$ cat src/uart_defines.svh
`ifndef UART_DEFINES_SVH
`define UART_DEFINES_SVH

// Frame format of the serial port

`define UART_DATA_BITS  8   // Data bits per frame, sent MSB first
`define UART_STOP_BITS  2   // Stop bits after the data

// Clock cycles per bit on the line
// i_rate already runs at this multiple of the bit rate,
// and the 4-bit cycle counters in both blocks assume 16
`define UART_OVERSAMPLE 16

`endif

$ cat src/uart_pkg.sv
package uart_pkg;

    // Transmitter FSM
    typedef enum logic [1:0] {
        TX_IDLE,    // Line high, waiting for start
        TX_START,   // Start bit
        TX_DATA,    // Data bits, MSB first
        TX_STOP     // Stop bits
    } tx_state_e;

    // Receiver FSM
    typedef enum logic [1:0] {
        RX_IDLE,    // Waiting for a falling edge
        RX_START,   // Checking the start bit at mid-bit
        RX_DATA,    // Sampling data bits
        RX_STOP     // Sampling stop bits
    } rx_state_e;

endpackage

$ cat src/uart_rx.sv
`timescale 1ns/1ps
`include "uart_defines.svh"

module uart_rx #(
    parameter int DATA_BITS = `UART_DATA_BITS,
    parameter int STOP_BITS = `UART_STOP_BITS
) (
    input  logic                 i_rate,
    input  logic                 i_reset,
    input  logic                 i_bit_rx,
    output logic [DATA_BITS-1:0] o_data_out,
    output logic                 o_rx_done,
    output logic                 o_frame_error
);
    import uart_pkg::*;

    localparam int OVS    = `UART_OVERSAMPLE;
    localparam int BIT_W  = $clog2(DATA_BITS + 1);
    localparam int STOP_W = $clog2(STOP_BITS + 1);

    localparam logic [3:0]        TICK_LAST = 4'(OVS - 1);
    localparam logic [3:0]        TICK_HALF = 4'(OVS / 2 - 1);
    localparam logic [BIT_W-1:0]  BIT_LAST  = BIT_W'(DATA_BITS - 1);
    localparam logic [STOP_W-1:0] STOP_LAST = STOP_W'(STOP_BITS - 1);

    rx_state_e            state;
    logic [1:0]           rx_sync;
    logic                 rx_s;
    logic                 rx_prev;
    logic                 start_edge;
    logic [3:0]           tick;
    logic [BIT_W-1:0]     bit_cnt;
    logic [STOP_W-1:0]    stop_cnt;
    logic                 stop_err;    // Some earlier stop sample was low
    logic [DATA_BITS-1:0] shreg;
    logic                 mid_start;
    logic                 sample;

    assign rx_s       = rx_sync[1];
    assign start_edge = rx_prev && !rx_s;
    assign mid_start  = (state == RX_START) && (tick == TICK_HALF);
    assign sample     = (state == RX_DATA || state == RX_STOP) && (tick == TICK_LAST);

    // Synchronizer and edge detect, idle high
    always_ff @(posedge i_rate or negedge i_reset) begin
        if (!i_reset) begin
            rx_sync <= 2'b11;
            rx_prev <= 1'b1;
        end else begin
            rx_sync <= {rx_sync[0], i_bit_rx};
            rx_prev <= rx_s;
        end
    end

    always_ff @(posedge i_rate or negedge i_reset) begin
        if (!i_reset) begin
            state         <= RX_IDLE;
            tick          <= '0;
            bit_cnt       <= '0;
            stop_cnt      <= '0;
            stop_err      <= 1'b0;
            o_data_out    <= '0;
            o_rx_done     <= 1'b0;
            o_frame_error <= 1'b0;
        end else begin
            o_rx_done     <= 1'b0;
            o_frame_error <= 1'b0;

            if (state == RX_IDLE || mid_start || sample) begin
                tick <= '0;
            end else begin
                tick <= tick + 4'd1;
            end

            case (state)
                RX_IDLE: begin
                    if (start_edge) begin
                        state <= RX_START;
                    end
                end
                RX_START: begin
                    if (mid_start) begin
                        if (!rx_s) begin
                            state   <= RX_DATA;
                            bit_cnt <= '0;
                        end else begin
                            state <= RX_IDLE;   // Glitch, not a start bit
                        end
                    end
                end
                RX_DATA: begin
                    if (sample) begin
                        if (bit_cnt == BIT_LAST) begin
                            state    <= RX_STOP;
                            stop_cnt <= '0;
                            stop_err <= 1'b0;
                        end else begin
                            bit_cnt <= bit_cnt + 1'b1;
                        end
                    end
                end
                RX_STOP: begin
                    if (sample) begin
                        if (stop_cnt == STOP_LAST) begin
                            state <= RX_IDLE;
                            if (stop_err || !rx_s) begin
                                o_frame_error <= 1'b1;
                            end else begin
                                o_rx_done  <= 1'b1;
                                o_data_out <= shreg;
                            end
                        end else begin
                            stop_cnt <= stop_cnt + 1'b1;
                            stop_err <= stop_err || !rx_s;
                        end
                    end
                end
                default: state <= RX_IDLE;
            endcase
        end
    end

    always_ff @(posedge i_rate) begin
        if (state == RX_DATA && sample) begin
            shreg <= (shreg << 1) | DATA_BITS'(rx_s);   // MSB arrives first
        end
    end

endmodule

$ cat src/uart_top.sv
`timescale 1ns/1ps
`include "uart_defines.svh"

module uart_top #(
    parameter int DATA_BITS = `UART_DATA_BITS,
    parameter int STOP_BITS = `UART_STOP_BITS
) (
    input  logic                 i_rate,
    input  logic                 i_reset,
    // Transmit side
    input  logic                 i_tx_start,
    input  logic [DATA_BITS-1:0] i_tx_data,
    output logic                 o_serial,
    output logic                 o_tx_done,
    // Receive side
    input  logic                 i_serial,
    output logic [DATA_BITS-1:0] o_rx_data,
    output logic                 o_rx_done,
    output logic                 o_frame_error
);

    uart_tx #(
        .DATA_BITS (DATA_BITS),
        .STOP_BITS (STOP_BITS)
    ) u_tx (
        .i_rate     (i_rate),
        .i_reset    (i_reset),
        .i_tx_start (i_tx_start),
        .i_data_in  (i_tx_data),
        .o_bit_tx   (o_serial),
        .o_tx_done  (o_tx_done)
    );

    // Independent of the transmitter, loopback is closed outside
    uart_rx #(
        .DATA_BITS (DATA_BITS),
        .STOP_BITS (STOP_BITS)
    ) u_rx (
        .i_rate        (i_rate),
        .i_reset       (i_reset),
        .i_bit_rx      (i_serial),
        .o_data_out    (o_rx_data),
        .o_rx_done     (o_rx_done),
        .o_frame_error (o_frame_error)
    );

endmodule

$ cat src/uart_tx.sv
`timescale 1ns/1ps
`include "uart_defines.svh"

module uart_tx #(
    parameter int DATA_BITS = `UART_DATA_BITS,
    parameter int STOP_BITS = `UART_STOP_BITS
) (
    input  logic                 i_rate,
    input  logic                 i_reset,
    input  logic                 i_tx_start,
    input  logic [DATA_BITS-1:0] i_data_in,
    output logic                 o_bit_tx,
    output logic                 o_tx_done
);
    import uart_pkg::*;

    localparam int OVS    = `UART_OVERSAMPLE;
    localparam int BIT_W  = $clog2(DATA_BITS + 1);
    localparam int STOP_W = $clog2(STOP_BITS + 1);

    localparam logic [3:0]        TICK_LAST = 4'(OVS - 1);
    localparam logic [BIT_W-1:0]  BIT_LAST  = BIT_W'(DATA_BITS - 1);
    localparam logic [STOP_W-1:0] STOP_LAST = STOP_W'(STOP_BITS - 1);

    tx_state_e            state;
    logic [3:0]           tick;       // Cycle within the current bit
    logic [BIT_W-1:0]     bit_cnt;
    logic [STOP_W-1:0]    stop_cnt;
    logic [DATA_BITS-1:0] shreg;
    logic                 bit_end;
    logic                 load;

    assign bit_end = (tick == TICK_LAST);
    assign load    = (state == TX_IDLE) && i_tx_start;

    always_ff @(posedge i_rate or negedge i_reset) begin
        if (!i_reset) begin
            state    <= TX_IDLE;
            tick     <= '0;
            bit_cnt  <= '0;
            stop_cnt <= '0;
        end else begin
            if (state == TX_IDLE || bit_end) begin
                tick <= '0;
            end else begin
                tick <= tick + 4'd1;
            end

            case (state)
                TX_IDLE: begin
                    if (i_tx_start) begin
                        state <= TX_START;
                    end
                end
                TX_START: begin
                    if (bit_end) begin
                        state   <= TX_DATA;
                        bit_cnt <= '0;
                    end
                end
                TX_DATA: begin
                    if (bit_end) begin
                        if (bit_cnt == BIT_LAST) begin
                            state    <= TX_STOP;
                            stop_cnt <= '0;
                        end else begin
                            bit_cnt <= bit_cnt + 1'b1;
                        end
                    end
                end
                TX_STOP: begin
                    if (bit_end) begin
                        if (stop_cnt == STOP_LAST) begin
                            state <= TX_IDLE;   // Frame complete
                        end else begin
                            stop_cnt <= stop_cnt + 1'b1;
                        end
                    end
                end
                default: state <= TX_IDLE;
            endcase
        end
    end

    // Word is captured once per frame so i_data_in may change freely while busy
    always_ff @(posedge i_rate) begin
        if (load) begin
            shreg <= i_data_in;
        end else if (state == TX_DATA && bit_end) begin
            shreg <= shreg << 1;   // Next bit into MSB position
        end
    end

    always_comb begin
        case (state)
            TX_IDLE: begin
                o_bit_tx  = 1'b1;
                o_tx_done = 1'b1;
            end
            TX_START: begin
                o_bit_tx  = 1'b0;
                o_tx_done = 1'b0;
            end
            TX_DATA: begin
                o_bit_tx  = shreg[DATA_BITS-1];
                o_tx_done = 1'b0;
            end
            TX_STOP: begin
                o_bit_tx  = 1'b1;
                o_tx_done = 1'b0;
            end
            default: begin
                o_bit_tx  = 1'b1;
                o_tx_done = 1'b1;
            end
        endcase
    end

endmodule
$ cat config.mk
export PLATFORM = sky130hd
export DESIGN_NAME = uart_top
export DESIGN_NICKNAME = d
export VERILOG_FILES = /design/src/uart_pkg.sv /design/src/uart_rx.sv /design/src/uart_top.sv /design/src/uart_tx.sv
export VERILOG_INCLUDE_DIRS = /design/src
export SDC_FILE = /design/constraint.sdc
export NUM_CORES = 1
export LEC_CHECK = 0
export ABC_AREA = 1
export BUFFER_PORTS_ARGS = -buffer_cell sky130_fd_sc_hd__buf_4
export CAP_MARGIN = 20
export CORE_MARGIN = 5
export CORE_UTILIZATION = 53
export CTS_CLUSTER_DIAMETER = 80
export DETAILED_ROUTE_END_ITERATION = 6
export GPL_TIMING_DRIVEN = 0
export PLACE_DENSITY_LB_ADDON = 0.2
export REMOVE_ABC_BUFFERS = 1
export SETUP_SLACK_MARGIN = 0.1
export SLEW_MARGIN = 20
export SYNTH_ARGS = -nofsm -noshare
export SYNTH_HDL_FRONTEND = slang
export SYNTH_HIERARCHICAL = 1
export SYNTH_SLANG_ARGS = --single-unit
$ cat constraint.sdc
create_clock -name i_rate -period 1.6 [get_ports i_rate]
set_input_delay 0.32 -clock i_rate [delete_from_list [all_inputs] [get_ports i_rate]]
set_output_delay 0.32 -clock i_rate [all_outputs]
set_load 0.005 [all_outputs]
---- Word-level counts from Yosys, hierarchy flattened ----
Cells that the tools add are included.
storage, ports and cells
  flip-flop bits (word level) ............. 54
  latch bits .............................. 0
  RAM bits ................................ 0
  bits in read-only memories .............. 0
  output and inout port bits .............. 12
  memories ................................ 0
cells by class
  add/sub/neg operators ................... 6
  $mul .................................... 0
  divide/modulo/power cells ............... 0
  magnitude comparators ................... 0
  equal/unequal tests ..................... 30
  shift-type cells ........................ 0
  mux-type cells .......................... 53
  bitwise gates (word level) .............. 2
  reductions and logical operators ........ 28
operators with widths
  operator                                                count
  two-way mux 2 bit                                       21
  two-way mux 4 bit                                       9
  inequality test 2 x 1 -> 1 bit (second input constant)  9
  adder 4 x 1 -> 4 bit (second input constant)            4
  two-way mux 8 bit                                       2
  inequality test 2 bit (second input constant)           8
  case mux 2 bit (4 select lines)                         2
  case mux 4 bit (2 select lines)                         2
  AND reduction 5 bit                                     3
  == test 4 x 3 -> 1 bit (second input constant)          3
  two-way mux 1 bit                                       12
  AND reduction 6 bit                                     2
  nonzero test 2 bit                                      5
  == test 2 x 1 -> 1 bit (second input constant)          4
  == test 2 bit (second input constant)                   4
  == test 4 bit (second input constant)                   2
  bitwise OR 8 x 1 -> 8 bit                               1
  case mux 2 bit (2 select lines)                         2
  AND reduction 4 bit                                     2
  logical AND 1 bit                                       6
  logical OR 1 bit                                        5
  adder 2 x 1 -> 2 bit (second input constant)            2
  logical NOT 2 bit                                       2
  case mux 1 bit (2 select lines)                         2
  5 further kinds                                         5

---- Depth between registers and ports, before layout ----
  depth after elaboration ................. 6
  gate-level depth with buffers ........... 9
  gate-level depth less buffers ........... 9

---- By module ----
The synthesis kept the hierarchy.
modules (own cells, without submodules)
  module   times used  cells each  area an instance (sq um)  sequential area each (sq um)
  uart_rx  1           142         1,431.4                   894.6
  uart_tx  1           123         1,171.1                   540.5

---- Least setup slack after synthesis ----
No wires, ideal clock.
  path type ............................... flip-flop to flip-flop
  from .................................... register u_tx.state[0]
  to ...................................... register u_tx.shreg[1] (data pin)
  library setup time ...................... 260 ps
  arrival time ............................ 1,274 ps
  setup slack ............................. 66 ps
  stages on the path, launching flop included .. 5
  path buffers ............................ 0
  clock period less this slack ............ 1,534 ps
  cell sequence ........................... dfrtp_1 > inv_1 > ha_1 > nand2_1 > mux2_2
between the ends
  word-level cells in the longest chain between the ends .. 3
ends and longest elaborated chain
  what                    RTL line       source
  start, declared         uart_tx.sv:25  tx_state_e state;
  start signal, assigned  uart_tx.sv:38  state <= TX_IDLE;
  start signal, assigned  uart_tx.sv:52  state <= TX_START;
  start signal, assigned  uart_tx.sv:57  state <= TX_DATA;
  logical NOT 2 bit       uart_tx.sv:34  assign load = (state == TX_IDLE) && i_tx_start;
  logical AND 1 bit       uart_tx.sv:34
  two-way mux 8 bit       uart_tx.sv:87  if (load) begin
  end signal, assigned    uart_tx.sv:88  shreg <= i_data_in;
  end signal, assigned    uart_tx.sv:90  shreg <= shreg << 1;
  end, declared           uart_tx.sv:29  logic [DATA_BITS-1:0] shreg;
Every way passes these cells.
A chain may end at the register's enable or synchronous reset.

---- Worst setup path in the final report ----
  from .................................... register u_tx.state[1]
  to ...................................... output port o_serial
between the ends
  word-level cells in the longest chain between the ends .. 3
  elaborated cells between the ends (all ways) .. 6
ends and longest elaborated chain
  what                                                RTL line        source
  == test 2 bit or logical NOT 2 bit (tied branches)  uart_tx.sv:95   case (state)
  OR reduction 2 bit (no line)                        n/a
  case mux 1 bit (3 select lines) *                   uart_tx.sv:95
  end, declared                                       uart_top.sv:13  output logic o_serial,
Every way passes the cells marked *; elsewhere a longest branch is shown, timed or not.

==> results.sh <==
export IMPL_slew_violations=0
export IMPL_tightest_slew_ns=0.472
export IMPL_antenna_found_initial=0
export IMPL_yosysSeqAreaShare_pct=55.1
export IMPL_syn_instance_count=265
export IMPL_timing_fmax_mhz=614
export IMPL_final_antenna_net_count=0
export IMPL_power_total_mw=4.46
export IMPL_synth_most_common_cell="nand2_1"
export IMPL_grtUsageTotal_pct=15.9
export IMPL_hp_class="input pin to register"
export IMPL_crit_chain="inv_2 > ha_4 > a21oi_2 > buf_4"
export IMPL_viasPerCell=4.87
export IMPL_gp_congestion=0.771
export IMPL_cts_tree="built"
export IMPL_cp_max_fo=3
export IMPL_clkTransAtPathRegs_ns=0.10
export IMPL_drcViolationCount=0
export IMPL_die_height_um=80.1
export IMPL_drive_gt1_share_pct=32.1
export IMPL_yosys_area_top_type="dfrtp_1"
export IMPL_start_util_pct=54.7
export IMPL_status="finished with violations"
export IMPL_h_tree_depth=2
export IMPL_grt_overflow_total=0
export IMPL_leakagePower_nw=1.46
export IMPL_slowest_delay_ns=0.45
export IMPL_cap_violations=0
export IMPL_cts_buffer_depth=2
export IMPL_crit_slowest_cell="dfrtp_2"
export IMPL_synthTopCellsByCount="73 x nand2_1, 35 x dfrtp_1, 26 x inv_1, 21 x nor2_1, 17 x nand3_1"
export IMPL_crit_required_ns=1.28
export IMPL_slew_headroom_pct=68.6
export IMPL_cp_start_kind="register"
export IMPL_area_growth_synth_to_final_pct=22.5
export IMPL_place_inst=354
export IMPL_clock_latency_ns=0.31
export IMPL_worst_ir_drop_vdd_mv=0.768
export IMPL_drtIter0Drc=78
export IMPL_drt_total_wl_mm=4.55
export IMPL_ys_types=31
export IMPL_grt_pass1_wl_mm=7.94
export IMPL_setup_viol=1
export IMPL_synthArstFlopShare_pct=70.4
export IMPL_grt_setup_unrepaired="yes"
export IMPL_grt_pass1_vias=1791
export IMPL_core_um2=4750
export IMPL_nets=328
export IMPL_place_ws_ns=-0.157
export IMPL_post_dp_hpwl_mm=3.07
export IMPL_wl_per_cell_um=12.2
export IMPL_rows=25
export IMPL_cp_end_kind="output pin"
export IMPL_skew_ns=0.00925
export IMPL_final_cells=372
export IMPL_yosysTopAreaCellShare_pct=33.7
export IMPL_clock_sinks=54
export IMPL_design_die_area_um2=6410
export IMPL_period_share_pct=102
export IMPL_numCtsBuffers=5
export IMPL_worst_slack_ns=-0.0285
export IMPL_dieWidth_um=80.1
export IMPL_syn_cell_area_um2=2600
export IMPL_synth_seq_cells=54
export IMPL_hold_viol_final=0
export IMPL_grt_max_degree=39
export IMPL_port_buffer_count=23
export IMPL_synth_area_leaders="dfrtp_1 34%, edfxtp_1 18%, nand2_1 11%, ha_1 5.8%, inv_1 3.8%"
export IMPL_cp_arrival_ns=1.31
export IMPL_cts_root_buf="clkbuf_8"
export IMPL_synth_flop_cell="dfrtp_1"
export IMPL_ioPinCount=24
export IMPL_p_per_area_nw_per_um2=1400
export IMPL_avgSynthCellArea_um2=9.82
export IMPL_diodes=0
export IMPL_yosysWarnings=6
export IMPL_drt_pass1_iter_count=5
export IMPL_synth_edf_count=16
export IMPL_via_count=1810
export IMPL_criticalPathCategory="register to output pin"
export IMPL_violations="setup timing"
export IMPL_min_period_ns=1.63
[worst max-delay path: cells and delay by family (launching register included)]
family,cells,cell delay [ns]
AO/OA/AOI/OAI,1,0.12
adder cells (fa/ha/maj),1,0.22
buffers and inverters,2,0.22
flip-flops,1,0.45
[metrics by stage]
step | hold WS [ns] | setup TNS [ns] | cell area, um^2 | utilization (%)
3_3_place_gp | 0.319 | -2.20 | 2850 | 60.0
6_report | 0.116 | -0.0285 | 3190 | 67.0
2_1_floorplan | 0.0244 | 0 | 2590 | -
4_1_cts | 0.0976 | -0.0180 | 3100 | 65.3
3_5_place_dp | 0.312 | -2.27 | 2850 | 60.0
5_1_grt | 0.0882 | -0.135 | 3190 | 67.0
[placed cells by master (no fill, tap or decap), types with 6 or more instances in the layout]
cell type | synthesis | final
buf_4 | 1 | 28
dfrtp_1 | 35 | 34
edfxtp_1 | 16 | 16
inv_1 | 26 | 23
mux2_2 | 7 | 7
nand2_1 | 73 | 68
nand2_2 | 4 | 7
nand3_1 | 17 | 17
nor2_1 | 21 | 19
nor2_4 | 3 | 6
o21ai_0 | 8 | 8
[state kept, by name, indices dropped and copies added, names as in the netlist, 2 cells and up, named ones only]
register         flops
u_rx/bit_cnt         4
u_rx/o_data_out      8
u_rx/rx_sync         2
u_rx/shreg           8
u_rx/stop_cnt        2
u_rx/tick            4
u_tx/bit_cnt         4
u_tx/shreg           8
u_tx/state           2
u_tx/stop_cnt        2
u_tx/tick            4
[power breakdown]
group | internal (mW) | total, mW | switching (mW)
clock | 0.477 | 0.946 | 0.469
combinational | 0.778 | 1.69 | 0.907
sequential | 1.65 | 1.83 | 0.175
total | 2.91 | 4.46 | 1.55
[routing by layer]
metal	up-vias	routed length [um]	part of all wire, %	global-route usage (%)
li1	934	-	-	-
met1	835	2100	46	20.4
met2	34	2200	48	26.9
met3	7	184	4.0	3.81
met4	0	66	1.4	4.05
met5	-	0	0	0
[worst paths after layout]
kind | start | slack, ns | to | depth (start not counted)
max | u_tx/state[1]$_DFFE_PN0P_ | -0.03 | o_serial | 4
min reg2reg | u_rx/rx_sync[0]$_DFF_PN1_ | 0.36 | u_rx/rx_sync[1]$_DFF_PN1_ | 0
min | i_serial | 0.12 | u_rx/rx_sync[0]$_DFF_PN1_ | 1
max reg2reg | u_tx/state[1]$_DFFE_PN0P_ | 0.08 | u_tx/state[1]$_DFFE_PN0P_ | 8
min in group asynchronous | i_reset | 0.51 | u_tx/state[1]$_DFFE_PN0P_ | 2
max in group asynchronous | i_reset | 0.72 | u_rx/rx_sync[1]$_DFF_PN1_ | 2
[logic make-up (layout without fill, tap and decap cells)]
logic type               count (synthesis)  in the layout  synth area share [%]
adder cells (fa/ha/maj)                 12             12                  5.77
flip-flops                              54             54                  55.1
buffers and inverters                   29             69                  4.37
XOR/XNOR                                 4              4                  1.35
multiplexers                             7              7                  3.03
AND/OR/NAND/NOR                        139            139                  25.7
AO/OA/AOI/OAI                           20             20                  4.66
[area by class of cell]
class | count | area [um^2]
Sequential cell | 54 | 1440
Inverter | 28 | 110
Clock buffer | 5 | 68.8
Timing Repair Buffer | 32 | 254
Fill cell | 379 | 1570
Tap cell | 67 | 83.8
Multi-Input combinational cell | 182 | 1180
Clock inverter | 3 | 48.8
Timing Repair inverter | 1 | 7.51
[repair_timing]
item	in CTS	in global routing
cloned	1	0
setup buffers	7	1
pin swaps	9	11
hold buffers	1	0
endpoints found under the hold margin	35	0
resized for setup	20	15
setup endpoints to repair	35	46
Power figures use the tool's default switching activity.
